**src/design/ifetch_pkg.sv**
```systemverilog
package ifetch_pkg;

  // bus word and program counter
  localparam int WORD_W = 32;
  localparam int IR_W   = 64;

  // one read per word, consecutive addresses
  localparam int BURST_LEN = 4;

  localparam int QUEUE_DEPTH = 16;
  localparam int QPTR_W      = $clog2(QUEUE_DEPTH);
  localparam int CNT_W       = 5;          // holds 0..QUEUE_DEPTH

  localparam logic [WORD_W-1:0] RESET_PC  = '0;
  localparam logic [WORD_W-1:0] WORD_STEP = 4;    // byte stride of one word

  // last request index of a burst
  localparam logic [CNT_W-1:0] BURST_LAST = CNT_W'(BURST_LEN - 1);

  // highest fill level that still leaves room for a whole burst
  localparam logic [CNT_W-1:0] FILL_MAX = CNT_W'(QUEUE_DEPTH - BURST_LEN);

  // program memory
  localparam int ROM_WORDS = 256;
  localparam int ROM_AW    = 8;

endpackage

```
**src/design/word_queue.sv**
```systemverilog
`timescale 1ns/1ps

module word_queue
  (
  input  logic                          clk_i,
  input  logic                          rst_i,
  input  logic                          flush_i,
  input  logic                          push_i,
  input  logic [ifetch_pkg::WORD_W-1:0] push_dat_i,
  input  logic                          pop_i,
  output logic [ifetch_pkg::WORD_W-1:0] head_o,
  output logic                          empty_o,
  output logic [ifetch_pkg::CNT_W-1:0]  count_o
  );

  logic [ifetch_pkg::WORD_W-1:0] mem [ifetch_pkg::QUEUE_DEPTH];
  logic [ifetch_pkg::QPTR_W-1:0] rd_ptr;
  logic [ifetch_pkg::QPTR_W-1:0] wr_ptr;
  logic [ifetch_pkg::CNT_W-1:0]  count;
  logic                          do_pop;

  assign do_pop  = pop_i && (count != '0);    // ignore pops on empty
  assign head_o  = mem[rd_ptr];
  assign empty_o = (count == '0);
  assign count_o = count;

  always_ff @(posedge clk_i)
  begin
    if (push_i)
    begin
      mem[wr_ptr] <= push_dat_i;
    end
  end

  always_ff @(posedge clk_i or posedge rst_i)
  begin
    if (rst_i)
    begin
      rd_ptr <= '0;
      wr_ptr <= '0;
      count  <= '0;
    end
    else if (flush_i)
    begin
      // drops whatever arrives in this cycle too
      rd_ptr <= '0;
      wr_ptr <= '0;
      count  <= '0;
    end
    else
    begin
      if (push_i)
      begin
        wr_ptr <= wr_ptr + 1'b1;    // wraps at depth
      end
      if (do_pop)
      begin
        rd_ptr <= rd_ptr + 1'b1;
      end
      case ({push_i, do_pop})
        2'b10:   count <= count + 1'b1;
        2'b01:   count <= count - 1'b1;
        default: count <= count;
      endcase
    end
  end

endmodule

```
**config.mk**
```make
export PLATFORM = sky130hd
export DESIGN_NAME = word_queue
export DESIGN_NICKNAME = d
export VERILOG_FILES = /design/src/design/ifetch_pkg.sv /design/src/design/word_queue.sv
export SDC_FILE = /design/constraint.sdc
export NUM_CORES = 1
export LEC_CHECK = 0
export BUFFER_PORTS_ARGS = -buffer_cell sky130_fd_sc_hd__buf_2
export CORE_AREA = 4 4 217 219
export DETAILED_ROUTE_END_ITERATION = 12
export DIE_AREA = 0 0 221 223
export PLACE_DENSITY_LB_ADDON = 0.08
export SKIP_LAST_GASP = 1
export SLEW_MARGIN = 20
export SYNTH_ARGS = -nofsm -noshare
export SYNTH_HDL_FRONTEND = slang
export SYNTH_SLANG_ARGS = --single-unit
```
**constraint.sdc**
```tcl
create_clock -name clk_i -period 2.8 [get_ports clk_i]
set_input_delay 0.56 -clock clk_i [delete_from_list [all_inputs] [get_ports clk_i]]
set_output_delay 0.56 -clock clk_i [all_outputs]
set_load 0.05 [all_outputs]
```
==> run metrics <==
clk buf depth=3; Placed Area=21,900 um^2; placed wire-length estimate=24,800 um; CP max FO=7; cell leakage power=~7.8 nW; initial core utilization=0.445; clock-pin slew on the worst setup and hold paths=about 60 ps; first-pass GRT wire length=slightly below 70,000 um; synthesized cell area=between 20,000 and 25,000 um^2; status=finished with violations; WS Path Type=reg2out; R2R setup slack=~150 ps; sequential element share of the synthesized area=0.783; hold path depth=2; HP Class=in2reg; Die Area=49,300 um^2; GRT Residual Overflow=0; Final Cell Area=between 20,000 and 25,000 um^2; minimum clock period=between 3000 and 4000 ps; IO Port Bufs=74; DRT Wirelength=46,000 um; Reg-to-Reg Start=count_o[0]; first drt pass iteration count=7; CTS Sinks=about 530; arrival time at the worst endpoint=between 2000 and 2500 ps; most frequent cells in the layout=512 x edfxtp_1, 128 x mux4_2, 56 x clkbuf_16; routed vias=~9,500; synthesized net count=between 900 and 1,000; final worst path period share=1.09; slew margin rel.=0.626; failing checks=setup timing; Worst R2R End=count_o[4]; final setup violation count=32; largest net degree at the start of global routing=33; commonest non-fill, non-tap cell in the layout=edfxtp_1; Synth Register Bits=525; hold endpoint=wr_ptr[2]; Final Slew Violations=0; power density over the cells=between 800 and 900 nW/um^2; final cell count without fillers=1,707; HP Start=flush_i; max frequency=~0.33 GHz; RePlAce Congestion=just over 0.7; Crit. End Element=output port; RSZ-0062 raised after global routing=true; library cells used by synthesis=39; CP startpoint=rd_ptr[0]; Num CTS Buffers=54; Die Wd=approximately 220 um; final-report hold violation count=0; Worst R2R Path Depth=8; Layout area overhead=22.2%; VDD IR max=approximately 0.75 mV; Die Y-Extent=~220 um; layout cells sized above 1=0.390; Vias/cell=5.58; drt wl/cell=roughly 27 um; gr usage total=0.187; Slew @ Worst Pin=555 ps; num rows=around 80; vias in the first global route=about 10,000; num ports=75; Syn Inst Count=900; setup TNS=-6570 ps; DRT antenna net count=0; Skew-Pair Late Insertion Delay=about 600 ps; setup ws final=-250 ps; htree depth=2; DRT iter0 DRCs=roughly 760; CP Launch Type=register; Max Cap Viol=0; syn avg cell area=22.3 um^2; initial antenna violation count=3; CP required=between 2000 and 2500 ps; Core Region=~45,000 um^2; Final nets=~1,100; clock root buffer master=clkbuf_16; CTS tree=built; # DRC=0; Ys Warns=0; placed insts=around 1,600; Worst Clk Skew=13.6 ps
==> where the power goes <==
| group | switching, mW | internal [mW] |
|---|---|---|
| registers | 0.110 | 8.77 |
| logic | 2.38 | 2.19 |
| clock network | 2.89 | 4.09 |
==> worst max-delay path, stage by stage (launching register included) <==
cell     delay (ps)
dfrtp_4         520
buf_12          170
buf_12          130
buf_16          130
mux4_2          500
a22oi_1         180
nand2_1          90
buf_6           160
==> flip-flops by register name, summed over array words and instances (netlist names) <==
register / count
wr_ptr: 4
rd_ptr: 4
mem: 512
count_o: 5
==> stage by stage <==
| stage | util | worst slack [ps] | hold WS (ps) | power (mW) |
|---|---|---|---|---|
| CTS | 0.541 | -341 | 284 | 20.6 |
| global placement | 0.486 | 161 | 617 | 12.8 |
| finish | 0.543 | -250 | 327 | 20.4 |
| global route | 0.543 | -333 | 311 | 21.2 |
| floorplan | - | -17.8 | 437 | 11.7 |
| detailed placement | 0.486 | 107 | 609 | 12.8 |
==> synth_stat cells <==
cell	number	area, um^2
o21ai_0	1	5.00
nor4_1	1	6.26
a21o_1	1	7.51
and2_1	1	6.26
mux2_2	1	11.3
edfxtp_1	512	15400
a21boi_0	1	7.51
nand2_1	42	158
clkbuf_1	29	109
buf_2	9	45.0
or4_4	1	11.3
a211oi_1	2	15.0
o21ai_4	1	16.3
dfrtp_1	13	325
ha_1	8	100
nand2b_1	7	43.8
o211ai_1	1	7.51
xnor2_1	1	8.76
a22oi_1	64	480
buf_4	6	45.0
inv_1	8	30.0
o21ai_1	1	5.00
fa_1	1	20.0
nand4b_1	2	17.5
buf_1	3	11.3
nand4_1	1	6.26
mux4_2	128	2880
and2_4	1	8.76
nor2b_1	6	37.5
o41ai_1	1	8.76
nor2_1	30	113
mux2_1	1	11.3
mux2i_1	3	30.0
a21oi_1	2	10.0
a211o_1	1	8.76
o31ai_1	1	7.51
a31oi_1	1	6.26
nand3_1	1	5.00
xor2_1	6	52.6
==> routing by layer <==
layer  routed length, um  global-route usage  part of all wire  vias to the layer above
met3                1890              0.0351             0.041                       54
met4                 678              0.0403             0.015                        2
met2               23000               0.307              0.50                      193
met5                   7                   0           0.00015                        -
met1               20400               0.265              0.44                     5133
li1                    -                   -                 -                     4137
==> worst max path at each step <==
stage                       to  slack (ps)
finish              head_o[15]        -250
global route        head_o[28]        -330
CTS                  head_o[6]        -340
detailed placement  count_o[4]         110
global placement    count_o[4]         160
floorplan           mem[15][0]         -20
==> final cells by class <==
| cell class | count | area (um^2) |
|---|---|---|
| Fill cell | 3488 | 20600 |
| Sequential cell | 525 | 15700 |
| Multi-Input combinational cell | 320 | 4500 |
| Timing Repair Buffer | 156 | 1800 |
| Clock buffer | 67 | 1400 |
| Tap cell | 600 | 751 |
| Clock inverter | 30 | 308 |
| Inverter | 8 | 30.0 |
| Antenna cell | 1 | 2.50 |
==> cells by family (layout without fill, tap and decap cells) <==
group	after synthesis	count (layout)	synth area share
flip-flops	525	525	0.783
AND/OR/NAND/NOR	93	93	0.0206
AO/OA/AOI/OAI	78	78	0.0292
multiplexers	133	133	0.146
other	0	1	0
adder cells (fa/ha/maj)	9	9	0.00599
XOR/XNOR	7	7	0.00306
buffers and inverters	55	261	0.0120
==> timing repair <==
| item | CTS | global route |
|---|---|---|
| hold buffers | 1 | 0 |
| endpoints found under the hold margin | 13 | 0 |
| setup endpoints to repair | 32 | 33 |
| gates cloned | 8 | 2 |
| buffers inserted | 9 | 4 |
| pin swaps | 36 | 29 |
| resized for setup | 111 | 33 |
Note: power is estimated with default switching activity, not from simulation.
