===== config.mk =====
export PLATFORM = sky130hd
export DESIGN_NAME = fetch_bus
export DESIGN_NICKNAME = d
export VERILOG_FILES = /design/src/design/ifetch_pkg.sv /design/src/design/fetch_bus.sv
export SDC_FILE = /design/constraint.sdc
export NUM_CORES = 1
export LEC_CHECK = 0
export ABC_AREA = 0
export BUFFER_PORTS_ARGS = -buffer_cell sky130_fd_sc_hd__buf_2
export CAP_MARGIN = 20
export CORE_ASPECT_RATIO = 0.8
export CORE_UTILIZATION = 25
export CTS_CLUSTER_DIAMETER = 60
export DETAILED_ROUTE_END_ITERATION = 7
export PLACE_DENSITY = 0.48
export SYNTH_ARGS = -nofsm -noshare
export SYNTH_HDL_FRONTEND = slang
export SYNTH_SLANG_ARGS = --single-unit

===== constraint.sdc =====
create_clock -name clk_i -period 2.75 [get_ports clk_i]
set_input_delay 0.275 -clock clk_i [delete_from_list [all_inputs] [get_ports clk_i]]
set_output_delay 0.275 -clock clk_i [all_outputs]
set_load 0.03 [all_outputs]

===== src/design/ifetch_pkg.sv =====
package ifetch_pkg;

  // bus word and program counter
  localparam int WORD_W = 32;
  localparam int IR_W   = 64;

  // one read per word, consecutive addresses
  localparam int BURST_LEN = 4;

  localparam int QUEUE_DEPTH = 16;
  localparam int QPTR_W      = $clog2(QUEUE_DEPTH);
  localparam int CNT_W       = 5;          // holds 0..QUEUE_DEPTH

  localparam logic [WORD_W-1:0] RESET_PC  = '0;
  localparam logic [WORD_W-1:0] WORD_STEP = 4;    // byte stride of one word

  // last request index of a burst
  localparam logic [CNT_W-1:0] BURST_LAST = CNT_W'(BURST_LEN - 1);

  // highest fill level that still leaves room for a whole burst
  localparam logic [CNT_W-1:0] FILL_MAX = CNT_W'(QUEUE_DEPTH - BURST_LEN);

  // program memory
  localparam int ROM_WORDS = 256;
  localparam int ROM_AW    = 8;

endpackage


===== src/design/fetch_bus.sv =====
`timescale 1ns/1ps

module fetch_bus
  (
  input  logic                          clk_i,
  input  logic                          rst_i,
  input  logic                          redirect_i,
  input  logic [ifetch_pkg::WORD_W-1:0] target_i,
  input  logic                          halt_i,
  input  logic [ifetch_pkg::CNT_W-1:0]  fill_i,
  output logic                          bus_cyc_o,
  output logic                          bus_stb_o,
  output logic [ifetch_pkg::WORD_W-1:0] bus_adr_o,
  input  logic                          bus_stall_i,
  input  logic                          bus_ack_i
  );

  typedef enum logic [1:0] {S_IDLE, S_REQ, S_DRAIN, S_HALT} state_t;

  state_t                        state_q;
  state_t                        state_d;
  logic [ifetch_pkg::CNT_W-1:0]  req_q;
  logic [ifetch_pkg::CNT_W-1:0]  req_d;
  logic [ifetch_pkg::CNT_W-1:0]  ack_q;
  logic [ifetch_pkg::CNT_W-1:0]  ack_d;
  logic [ifetch_pkg::WORD_W-1:0] adr_q;
  logic [ifetch_pkg::WORD_W-1:0] adr_d;
  logic                          accept;
  logic                          room;

  assign accept = bus_stb_o && !bus_stall_i;
  assign room   = (fill_i <= ifetch_pkg::FILL_MAX);    // a full burst fits

  assign bus_cyc_o = (state_q == S_REQ) || (state_q == S_DRAIN);
  // no request in a redirect cycle, its ack would land after the flush
  assign bus_stb_o = (state_q == S_REQ) && !redirect_i;
  assign bus_adr_o = adr_q;

  always_comb
  begin
    state_d = state_q;
    req_d   = req_q;
    adr_d   = adr_q;
    ack_d   = bus_ack_i ? ack_q + 1'b1 : ack_q;

    case (state_q)
      S_IDLE:
      begin
        req_d = '0;
        ack_d = '0;
        if (halt_i)
        begin
          state_d = S_HALT;    // between bursts, safe to stop
        end
        else if (room)
        begin
          state_d = S_REQ;
        end
      end
      S_REQ:
      begin
        if (accept)
        begin
          adr_d = adr_q + ifetch_pkg::WORD_STEP;
          req_d = req_q + 1'b1;
          if (req_q == ifetch_pkg::BURST_LAST)
          begin
            state_d = S_DRAIN;
          end
        end
      end
      S_DRAIN:
      begin
        // counts this cycle's ack as well
        if (ack_d == req_q)
        begin
          state_d = halt_i ? S_HALT : S_IDLE;
        end
      end
      default:
      begin
        state_d = S_HALT;    // stays here until reset
      end
    endcase

    if (redirect_i && (state_q != S_HALT))
    begin
      adr_d   = target_i;
      req_d   = '0;
      ack_d   = '0;    // outstanding acks are abandoned
      state_d = S_IDLE;
    end
  end

  always_ff @(posedge clk_i or posedge rst_i)
  begin
    if (rst_i)
    begin
      state_q <= S_IDLE;
      req_q   <= '0;
      ack_q   <= '0;
      adr_q   <= ifetch_pkg::RESET_PC;
    end
    else
    begin
      state_q <= state_d;
      req_q   <= req_d;
      ack_q   <= ack_d;
      adr_q   <= adr_d;
    end
  end

endmodule


==> out/summary.txt <==
Status: completed
Post-CTS Setup Repair Bufs: 0
Initial DRC Count: 140
Post-synthesis compound-gate area fraction: 0.2323
Antenna violations before repair: 0
Post-Syn Nets: 366
Antenna Cells: 0
Post-CTS sizing: 0
Synth cell types: 58
Main synth FF type: dfrtp_1
Clock slew seen by the registers of the worst setup and hold paths: 0.06 ns
Vias in the first global route: 2667
TritonCTS clock tree: built
Routability cong.: 0.8528
YS warnings: 0
TritonCTS Buffers: 5
Slew headroom: 0.5783
Max Cap Violations: 0
Core footprint: 11520 um^2
Sequential fraction of the synthesis area: 0.3724
First-pass GRT wire length: 14040 um
Bufs on Longest Clock Path: 2
Post-Synth Adder-Cell Area: 0.02962
Worst vdd ir: 0.4686 mV
Rows: 35
Synth top area share: 0.3724
Largest family of logic cells by synthesized area: simple AND/OR/NAND/NOR gates
Worst Hold End: bus_adr_o[0]$_DFFE_PP0P_
Fmax: 451.3 MHz
Most frequent cells in the layout: buf_2 (76), dfrtp_1 (44), a21oi_1 (28), o21ai_0 (23), nor2_1 (21)
Largest net degree at the start of global routing: 47
Insertion delay to the later sink of the worst-skew pair: 0.29 ns
Total track usage: 0.1460
Hold Crit Class: in -> reg
Worst path arrival time: 2.42 ns
Post-Synth XOR/XNOR Area: 0.05290
Hold Crit Start: target_i[0]
Starting density of the core: 0.2567
FF-to-FF path depth: 8
Post-synth EDFFs: 0
Vias/cell: 5.084
Final setup fails: 0
Slew Viols, Final: 0
Commonest non-fill, non-tap cell in the layout: buf_2
Clock Sinks: 44
Mux cell area share after synthesis: 0.02497
Critical Path Sink Type: flip-flop
Max Fanout on Critical Path: 19
Fraction of layout cells with a size suffix above 1: 0.2879
Final Cycle Share: 0.8058
Routed via count: 2730
Fin Setup TNS: 0 ns
DP Worst Slack: 0.6069 ns
Met1 usage in global routing: 0.2047
# H-tree levels: 2
Met2 global-route usage: 0.2299
Gr ovfl total: 0
First-pass DRT Iterations: 4
Die Height: 99.27 um
Startpoint type of the worst setup path: flip-flop
Leakage power: 1.573 nW
Count of input and output buffers: 76
Final worst slack: 0.5339 ns
Area delta synth->final: 23.78%
Fin Hold WS: 0.2238 ns
IO Pins: 77
Routed Antenna Nets: 0
CP required: 2.95 ns
Reg2Reg Capture Point: bus_adr_o[20]$_DFFE_PP0P_
Post-Synth Simple-Gate Area: 0.2383
Seq cells post-synth: 44
Top cell type by total area after synthesis: dfrtp_1
Synthesized area: 2957 um^2
HPWL after DPL: 6384 um
Worst hold path stage count: 2
Worst Max-Slew Pin Slew: 0.6286 ns
Largest cells by area after synthesis: dfrtp_1 (37%), a21oi_1 (4.7%), o21ai_0 (3.9%)
Area of the die: 12270 um^2
Post-synth ARST share: 1.000
Final Hold Vio Count: 0
Worst Clk Skew: 0.008254 ns
P per Cell Area: 1092 nW/um^2
# DRC: 0
Width of the die: 123.6 um
Worst setup path class: reg -> reg
Busiest layer in global routing: met2
Final nets: 438
CTS root buffer: clkbuf_16
WL final: 8708 um
DR WL/cell: 16.22 um
Hold Buf Count CTS: 1
RSZ-0062 raised after global routing: no
Cell count after synthesis: 316
Avg Synthesized Cell Area: 9.356 um^2
FF-to-FF setup slack: 0.53 ns
GR Layer Usage met3: 0.02810
Crit path time final: 2.216 ns
Fillers: 1226
Worst R2R Start: state_q[1]$_DFFE_PP0P_
[worst max path at each step]
stage | startpoint | endpoint | slack (ns) | cells after the start
2_1_floorplan | bus_adr_o[2]$_DFFE_PP0P_ | bus_adr_o[20]$_DFFE_PP0P_ | 0.81 | 6
3_3_place_gp | state_q[0]$_DFFE_PP0P_ | bus_adr_o[25]$_DFFE_PP0P_ | 0.65 | 6
3_5_place_dp | state_q[0]$_DFFE_PP0P_ | bus_adr_o[31]$_DFFE_PP0P_ | 0.61 | 6
4_1_cts | state_q[1]$_DFFE_PP0P_ | bus_adr_o[20]$_DFFE_PP0P_ | 0.58 | 8
5_1_grt | state_q[0]$_DFFE_PP0P_ | bus_adr_o[25]$_DFFE_PP0P_ | 0.40 | 6
6_report | state_q[1]$_DFFE_PP0P_ | bus_adr_o[20]$_DFFE_PP0P_ | 0.53 | 8
[layout make-up]
type,count,area (um^2),area share
multi-input combinational,244,1714,0.4684
timing repair buffer,84,442.9,0.1210
clock buffer,7,152.6,0.04171
inverter,9,33.78,0.009231
clock inverter,1,30.03,0.008205
sequential,44,1101,0.3009
tap,148,185.2,0.05060
[sequential cells by signal, summed over array words and instances (netlist names)]
name and flops:
state_q 2, req_q 5, bus_adr_o 32, ack_q 5
[synth_stat cells (all sizes together), types with 2 or more instances]
cell type / number
a311oi: 7
o2111ai: 2
a2bb2oi: 7
nand2: 20
o21ai: 24
ha: 7
xnor3: 2
xnor2: 4
dfrtp: 44
a32oi: 2
xor2: 6
nor2: 21
inv: 9
o22a: 3
a21oi: 28
buf: 12
and2: 2
o22ai: 8
nand3: 16
and3: 5
or2: 2
clkbuf: 7
nor4: 4
nand2b: 5
a211oi: 12
a31oi: 2
nor3: 12
mux2: 3
and4: 6
mux2i: 4
o2bb2ai: 2
nand4: 8
nand3b: 8
[critical path: stages, from the launching register on]
cell and delay (ns):
dfrtp_1 0.44, inv_1 0.12, ha_1 0.32, nand2b_1 0.12, o21ai_1 0.18, and3_1 0.39
buf_4 0.31, nor2_1 0.06, a211oi_1 0.20
[where the power goes]
group / total, mW / switching, mW / internal, mW
Combinational: 1.98 / 1.31 / 0.674
Clock: 0.740 / 0.261 / 0.479
Sequential: 1.28 / 0.375 / 0.902
[cell families after synthesis]
group | after synthesis
flip-flops | 44
adder cells (fa/ha/maj) | 7
XOR/XNOR | 13
AO/OA/AOI/OAI | 104
multiplexers | 7
buffers and inverters | 28
AND/OR/NAND/NOR | 113
[layer usage]
metal | wire (um) | part of all wire
met1 | 4307 | 0.49
met2 | 3834 | 0.44
met4 | 68 | 0.0078
met5 | 0 | 0
met3 | 497 | 0.057
[through the flow]
| stage | power (mW) | instances | instance area [um^2] | utilization |
|---|---|---|---|---|
| global route | 4.259 | 537 | 3660 | 0.3178 |
| detailed placement | 3.264 | 528 | 3467 | 0.3010 |
| global placement | 3.254 | 528 | 3467 | 0.3010 |
| CTS | 4.025 | 537 | 3660 | 0.3178 |
| floorplan | 2.697 | 316 | 2957 | - |
| finish | 3.997 | 537 | 3660 | 0.3178 |
(Power assumes the default switching activity.)
