===== config.mk =====
export PLATFORM = sky130hd
export DESIGN_NAME = insn_align
export DESIGN_NICKNAME = d
export VERILOG_FILES = /design/src/design/ifetch_pkg.sv /design/src/design/insn_align.sv
export SDC_FILE = /design/constraint.sdc
export NUM_CORES = 1
export LEC_CHECK = 0
export ABC_AREA = 1
export BUFFER_PORTS_ARGS = -buffer_cell sky130_fd_sc_hd__buf_2
export CAP_MARGIN = 25
export CORE_ASPECT_RATIO = 1.1
export CORE_MARGIN = 3
export CORE_UTILIZATION = 40
export DETAILED_ROUTE_END_ITERATION = 10
export HOLD_SLACK_MARGIN = 0.1
export SYNTH_ARGS = -nofsm -noshare
export SYNTH_HDL_FRONTEND = slang
export SYNTH_SLANG_ARGS = --single-unit

===== constraint.sdc =====
create_clock -name clk_i -period 9.4 [get_ports clk_i]
set_input_delay 1.88 -clock clk_i [delete_from_list [all_inputs] [get_ports clk_i]]
set_output_delay 1.88 -clock clk_i [all_outputs]
set_load 0.02 [all_outputs]

===== src/design/ifetch_pkg.sv =====
package ifetch_pkg;

  // bus word and program counter
  localparam int WORD_W = 32;
  localparam int IR_W   = 64;

  // one read per word, consecutive addresses
  localparam int BURST_LEN = 4;

  localparam int QUEUE_DEPTH = 16;
  localparam int QPTR_W      = $clog2(QUEUE_DEPTH);
  localparam int CNT_W       = 5;          // holds 0..QUEUE_DEPTH

  localparam logic [WORD_W-1:0] RESET_PC  = '0;
  localparam logic [WORD_W-1:0] WORD_STEP = 4;    // byte stride of one word

  // last request index of a burst
  localparam logic [CNT_W-1:0] BURST_LAST = CNT_W'(BURST_LEN - 1);

  // highest fill level that still leaves room for a whole burst
  localparam logic [CNT_W-1:0] FILL_MAX = CNT_W'(QUEUE_DEPTH - BURST_LEN);

  // program memory
  localparam int ROM_WORDS = 256;
  localparam int ROM_AW    = 8;

endpackage


===== src/design/insn_align.sv =====
`timescale 1ns/1ps

module insn_align
  (
  input  logic                          clk_i,
  input  logic                          rst_i,
  input  logic                          redirect_i,
  input  logic [ifetch_pkg::WORD_W-1:0] target_i,
  input  logic                          stall_i,
  input  logic                          empty_i,
  input  logic [ifetch_pkg::WORD_W-1:0] head_i,
  output logic                          pop_o,
  output logic [ifetch_pkg::IR_W-1:0]   ir_o,
  output logic [ifetch_pkg::WORD_W-1:0] pc_o
  );

  typedef enum logic [1:0] {S_RESTART, S_FIRST, S_SECOND} state_t;

  state_t                        state_q;
  logic [ifetch_pkg::WORD_W-1:0] low_q;    // low half of a long insn
  logic                          take;

  assign take  = (state_q != S_RESTART) && !empty_i && !stall_i && !redirect_i;
  assign pop_o = take;

  always_ff @(posedge clk_i)
  begin
    if (take && (state_q == S_FIRST))
    begin
      low_q <= head_i;
    end
  end

  always_ff @(posedge clk_i or posedge rst_i)
  begin
    if (rst_i)
    begin
      state_q <= S_RESTART;
      ir_o    <= '0;
      pc_o    <= ifetch_pkg::RESET_PC;
    end
    else if (redirect_i)
    begin
      state_q <= S_RESTART;
      ir_o    <= '0;
      pc_o    <= target_i;
    end
    else if (!stall_i)
    begin
      ir_o <= '0;    // bubble unless a new insn completes
      case (state_q)
        S_RESTART:
        begin
          state_q <= S_FIRST;
        end
        S_FIRST:
        begin
          if (!empty_i)
          begin
            pc_o <= pc_o + ifetch_pkg::WORD_STEP;
            if (head_i[0])
            begin
              state_q <= S_SECOND;    // wait for the high word
            end
            else
            begin
              ir_o <= {{(ifetch_pkg::IR_W - ifetch_pkg::WORD_W){1'b0}}, head_i};
            end
          end
        end
        S_SECOND:
        begin
          if (!empty_i)
          begin
            pc_o    <= pc_o + ifetch_pkg::WORD_STEP;
            ir_o    <= {head_i, low_q};
            state_q <= S_FIRST;
          end
        end
        default:
        begin
          state_q <= S_RESTART;
        end
      endcase
    end
  end

endmodule


==> results of run 1 <==
## flip-flops by register name, indices dropped and copies added (netlist names)
signal,cells
state_q,2
low_q,32
ir_o,64
pc_o,32
## synthesized netlist by cell type, types with 2 or more instances
library cell | number | area share, %
inv_1 | 49 | 2.9
ha_1 | 5 | 0.98
nand2_1 | 174 | 10
buf_1 | 6 | 0.35
buf_6 | 3 | 0.53
dfrtp_1 | 98 | 39
nand3_1 | 101 | 7.9
a32oi_1 | 31 | 4.3
nor3_1 | 4 | 0.31
xor2_1 | 4 | 0.55
nor2_1 | 33 | 1.9
buf_2 | 21 | 1.7
inv_2 | 5 | 0.29
nand4_1 | 32 | 3.1
o211ai_1 | 10 | 1.2
a21oi_1 | 9 | 0.71
o21ai_1 | 4 | 0.31
nand2_2 | 7 | 0.69
edfxtp_1 | 32 | 15
nor2_4 | 6 | 1.1
o21ai_0 | 45 | 3.5
nor2_2 | 11 | 1.1
o21bai_1 | 2 | 0.24
clkbuf_1 | 15 | 0.88
## layout make-up
cell class	instances	area (µm²)	share of cell area [%]
Multi-Input combinational cell	489	2536	32.04
Timing Repair Buffer	175	945.9	11.95
Clock inverter	14	131.4	1.660
Antenna cell	1	2.502	0.03162
Tap cell	196	245.2	3.098
Sequential cell	130	3413	43.12
Clock buffer	18	429.2	5.422
Inverter	55	211.5	2.672
## critical path, stage by stage
cell and delay [ps]:
buf_2 70, buf_4 550, nor2_2 90, inv_1 110, nor3_1 50, buf_2 200
## power groups by stage
stage	Sequential [mW]	Combinational (mW)	Clock, mW
6_report	0.667	0.338	0.630
5_1_grt	0.674	0.373	0.667
4_1_cts	0.667	0.337	0.641
3_5_place_dp	0.677	0.335	0
3_3_place_gp	0.675	0.323	0
2_1_floorplan	0.706	0.185	0
## metal layers
metal  vias up  track usage (%)
met3        38            5.093
met2       261            34.16
li1       2784                -
met1      2824            27.72
met5         -                0
met4         0            8.865
## kinds of logic (layout without fill, tap and decap cells)
kind of cell               Yosys count  after routing  synth area share, %
and+or+nand+nor                    372            372                26.92
DFF                                130            130                53.61
AOI/OAI and AO/OA                  108            108                11.12
buffers and inverters              101            262                6.819
adders and majority gates            5              5               0.9825
xor gates and xnor gates             4              4               0.5501
other                                0              1                    0
## through the flow
stage	setup slack, ps	cell area, µm²	hold WS [ps]	total power [mW]	utilization (%)
2_1_floorplan	3494	6367	445.4	0.8906	-
3_3_place_gp	4535	7284	456.6	0.9988	47.46
3_5_place_dp	4533	7312	460.1	1.012	47.64
4_1_cts	4532	7873	475.8	1.646	51.29
5_1_grt	4461	7915	487.5	1.715	51.57
6_report	4562	7915	470.9	1.635	51.57
## how the worst max path moves through the flow
stage | from | endpoint | cells past startpoint
6_report | stall_i | pop_o | 6
2_1_floorplan | redirect_i | low_q[0] | 3
3_3_place_gp | stall_i | pop_o | 6
5_1_grt | stall_i | pop_o | 6
4_1_cts | stall_i | pop_o | 6
3_5_place_dp | stall_i | pop_o | 6
==> results.yml, run 1 <==
logic_synthesis:
  synth_edf_count: 32
  synth_area_per_cell_um2: 8.844
  synthArstFlopShare_pct: 75.38
  synth_nets: 794
  ys.flop_type: "dfrtp_1"
  synth.ff_latch_count: 130
  synth_seq_area_share_pct: 53.61
  yosys_warnings: 0
  netlist-cell-type-count: 37
  synthCells: 720
  syn_area_um2: 6367
timing:
  finalSetupViolations: 0
  final.setup_skew_ps: 10.31
  hold_viol: 0
  tightest_slew_ps: 949.2
  maxSlewHeadroom_pct: 36.56
  setup_tns_ps: 0
  rsz0062_at_grt: "false"
  fmax_mhz: 206.7
  fin_crit_ps: 4838
  final_max_slew_viol_count: 0
  post-route-period-util_pct: 51.46
clocking:
  hold_buffers: 0
  ctsResizeCount: 0
  clockBufferDepth: 2
  clkSlewWorstSetupHoldPaths_ps: 60
  clock_latency_ps: 420
  cts_tree: "built"
  cts_inserted_buffers: 17
  clockRootBuffer: "clkbuf_16"
  post_cts_buffers: 0
  cts_sinks: 130
  cts_max_level: 4
pwr:
  power_switching_share_pct: 33.41
  p_leak_nw: 3.841
  pwr-share-comb_pct: 20.7
  p_clk_share_pct: 38.5
  p_switching_uw: 546.3
  peakVddDrop_uv: 135.4
  powerDensity_nw_per_um2: 206.6
  p_int_mw: 1.089
  seqPwrFrac_pct: 40.8
critical_path:
  worst_setup_path_start_kind: "primary input"
  r2r-end: "ir_o[4]"
  path_max_fanout: 67
  rrSetupSlack_ps: 7310
  reg2reg_from: "state_q[0]"
  required_ps: 7520
  worstSetupPathType: "in2out"
  r2r_cells: 6
  worstSetupEndpointType: "primary output"
  worstPathArrival_ps: 2960
layout:
  areaGrowthSynthToFinish_pct: 24.31
  fin_cells: 1078
  finalNetCount: 942
  final_common_cell: "nand2_1"
  num-fill-cells: 1456
  mostFrequentLayoutCells: "174 x nand2_1, 165 x buf_2, 101 x nand3_1, 98 x dfrtp_1, 48 x inv_1"
  drive_gt1_share_pct: 27.70
route:
  vias: 5907
  vias_per_cell: 5.480
  top_layer_used: "met4"
  drc: 0
  drt-initial-drc-count: 492
  ant_nets: 0
  wl_met1_mm: 7.954
  met3_length_mm: 1.415
  drt_pass1_iterations: 5
  route.met2.wl_mm: 9.013
  routed_wl_mm: 18.88
  wl_per_cell_um: 17.51
min_path:
  min_from: "pc_o[1]"
  hold_class: "reg2reg"
  hold_depth: 2
  worstHoldEndpoint: "pc_o[1]"
run:
  cap_violations: 0
die:
  die_w_um: 126.3
  ios: 166
  coreArea_um2: 15350
  die_area_um2: 17470
  start_util_pct: 41.49
  rows: 47
  die_h_um: 138.3
global_route:
  grt_pass1_vias: 5815
  grt_overflow_total: 0
  antenna_found_initial: 1
  grt_max_degree: 93
  grt_pass1_wl_mm: 30.26
  grt_use_total_pct: 21.30
placed_design:
  place.port_buffers: 165
  dp_cells: 1043
  place_hpwl_mm: 12.45
  gp_congestion: 0.9544
outcome:
  run_status: "complete, no violations"
(Power assumes the default switching activity.)
==> run 2, diff against run 1 <==
ABC_AREA = 0   (was 1)
clock period = 5.05 ns   (was 9.4 ns; I/O delays follow)
==> results.yml, run 2 <==
global_route:
  grt_overflow_total: 0
  grt_pass1_wl_mm: 23.72
  grt_max_degree: 70
  grt_pass1_vias: 4523
  grt_use_total_pct: 19.33
  antenna_found_initial: 0
route:
  drt-initial-drc-count: 364
  drt_pass1_iterations: 4
  drc: 0
  ant_nets: 0
  vias_per_cell: 5.503
  routed_wl_mm: 14.77
  vias: 4661
  wl_per_cell_um: 17.44
pwr:
  powerDensity_nw_per_um2: 397.2
  peakVddDrop_uv: 212.8
  power_mw: 2.850
  p_leak_nw: 3.305
layout:
  final_common_cell: "buf_2"
  drive_gt1_share_pct: 31.83
  finalNetCount: 724
  largest_reg_flops: 64
  final_area_um2: 7174
  num-fill-cells: 1238
  mostFrequentLayoutCells: "165 x buf_2, 98 x dfrtp_1, 62 x nand2_1, 44 x o21ai_0, 33 x a22o_1"
  reg_top3: "ir_o: 64 flops, low_q: 32 flops, pc_o: 32 flops"
  areaGrowthSynthToFinish_pct: 28.88
  diodes: 0
  largest_register: "ir_o"
timing:
  tightest_slew_ps: 1006
  setup_tns_ps: 0
  fin_crit_ps: 2989
  final.setup_skew_ps: 9.164
  finalSetupViolations: 0
  fmax_mhz: 334.5
  maxSlewHeadroom_pct: 32.34
  final_max_slew_viol_count: 0
  rsz0062_at_grt: "false"
  hold_viol: 0
  post-route-period-util_pct: 59.19
logic_synthesis:
  yosysMostFrequentCell: "dfrtp_1"
  syn_area_um2: 5567
  synth_nets: 564
  synth_edf_count: 32
  synth_area_per_cell_um2: 11.36
  netlist-cell-type-count: 45
  synthArstFlopShare_pct: 75.38
  synth_top_cell_area_share_pct: 44.05
  synthCells: 490
  synth_top_cell_by_area: "dfrtp_1"
  yosys_warnings: 0
  synth_seq_area_share_pct: 61.32
  yosys-top-cells-area: "dfrtp_1 44%, edfxtp_1 17%, a22o_1 5.2%"
  synthTopCellsByCount: "98 x dfrtp_1, 62 x nand2_1, 44 x o21ai_0"
  ys.flop_type: "dfrtp_1"
  synth.ff_latch_count: 130
clocking:
  cts_max_level: 4
  clockRootBuffer: "clkbuf_16"
  post_cts_buffers: 0
  clock_latency_ps: 420
  cts_inserted_buffers: 17
  cts_sinks: 130
  ctsResizeCount: 0
  cts_tree: "built"
  clockBufferDepth: 2
  hold_buffers: 0
  clkSlewWorstSetupHoldPaths_ps: 50
critical_path:
  worst_setup_path_start_kind: "primary input"
  worstSetupEndpointType: "primary output"
  required_ps: 4040
  path_max_fanout: 31
  worstPathArrival_ps: 1980
  worstSetupPathType: "in2out"
placed_design:
  place_area_um2: 6566
  place_hpwl_mm: 9.888
  gp_congestion: 0.8507
  place.port_buffers: 165
outcome:
  run_status: "complete, no violations"
die:
  die_area_um2: 15370
  ios: 166
  rows: 44
  die_w_um: 118.5
  start_util_pct: 41.44
  die_h_um: 129.7
  coreArea_um2: 13430
min_path:
  hold_class: "reg2reg"
run:
  cap_violations: 0
run 2: worst paths after layout:
path / start / to / slack [ps] / cells past startpoint
worst max register to register: state_q[0] / pc_o[11] / 2380 / 6
max in group asynchronous: rst_i / ir_o[38] / 3310 / 3
min in group asynchronous: rst_i / pc_o[20] / 790 / 2
worst min-delay path: ir_o[4] / ir_o[4] / 470 / 2
worst max-delay path: redirect_i / pop_o / 2060 / 3
worst min register to register: ir_o[4] / ir_o[4] / 470 / 2
run 2: critical path, cell delays in order:
cell and delay [ps]:
buf_2 300, nor4_1 420, buf_2 230
run 2: cells by family (layout without fill, tap and decap cells):
logic type | count (synthesis) | in the layout | synth area share, %
compound gates | 139 | 139 | 17.46
xor+xnor | 9 | 9 | 1.416
fa+ha+maj | 5 | 5 | 1.124
buf+inv | 44 | 217 | 3.124
flops | 130 | 130 | 61.32
mux | 5 | 5 | 0.9440
simple gates | 158 | 158 | 14.61
run 2: cell type report:
cell class,instances,area [µm²],share of cell area [%]
Clock buffer,20,446.7,6.226
Tap cell,184,230.2,3.209
Multi-Input combinational cell,316,1989,27.73
Clock inverter,12,161.4,2.250
Timing Repair Buffer,173,885.9,12.35
Inverter,12,47.55,0.6627
Sequential cell,130,3413,47.58
run 2: per-stage QoR:
step	util [%]	setup slack [ps]	hold WS, ps	std cells
3_3_place_gp	48.88	2051	458.0	815
5_1_grt	53.41	1924	498.4	847
3_5_place_dp	48.88	2001	465.8	815
6_report	53.41	2061	471.3	847
2_1_floorplan	-	1478	449.2	490
4_1_cts	53.41	2038	477.9	847
run 2: report_power, final:
| group | total (mW) | switching [mW] | internal, mW |
|---|---|---|---|
| logic | 0.405 | 0.258 | 0.146 |
| registers | 1.18 | 0.0501 | 1.13 |
| clock network | 1.26 | 0.432 | 0.832 |
run 2: routing by layer:
layer	part of all wire [%]	GRT usage, %
met5	0	0
met4	1.9	7.294
met3	6.0	5.245
met2	48	31.18
met1	44	25.33
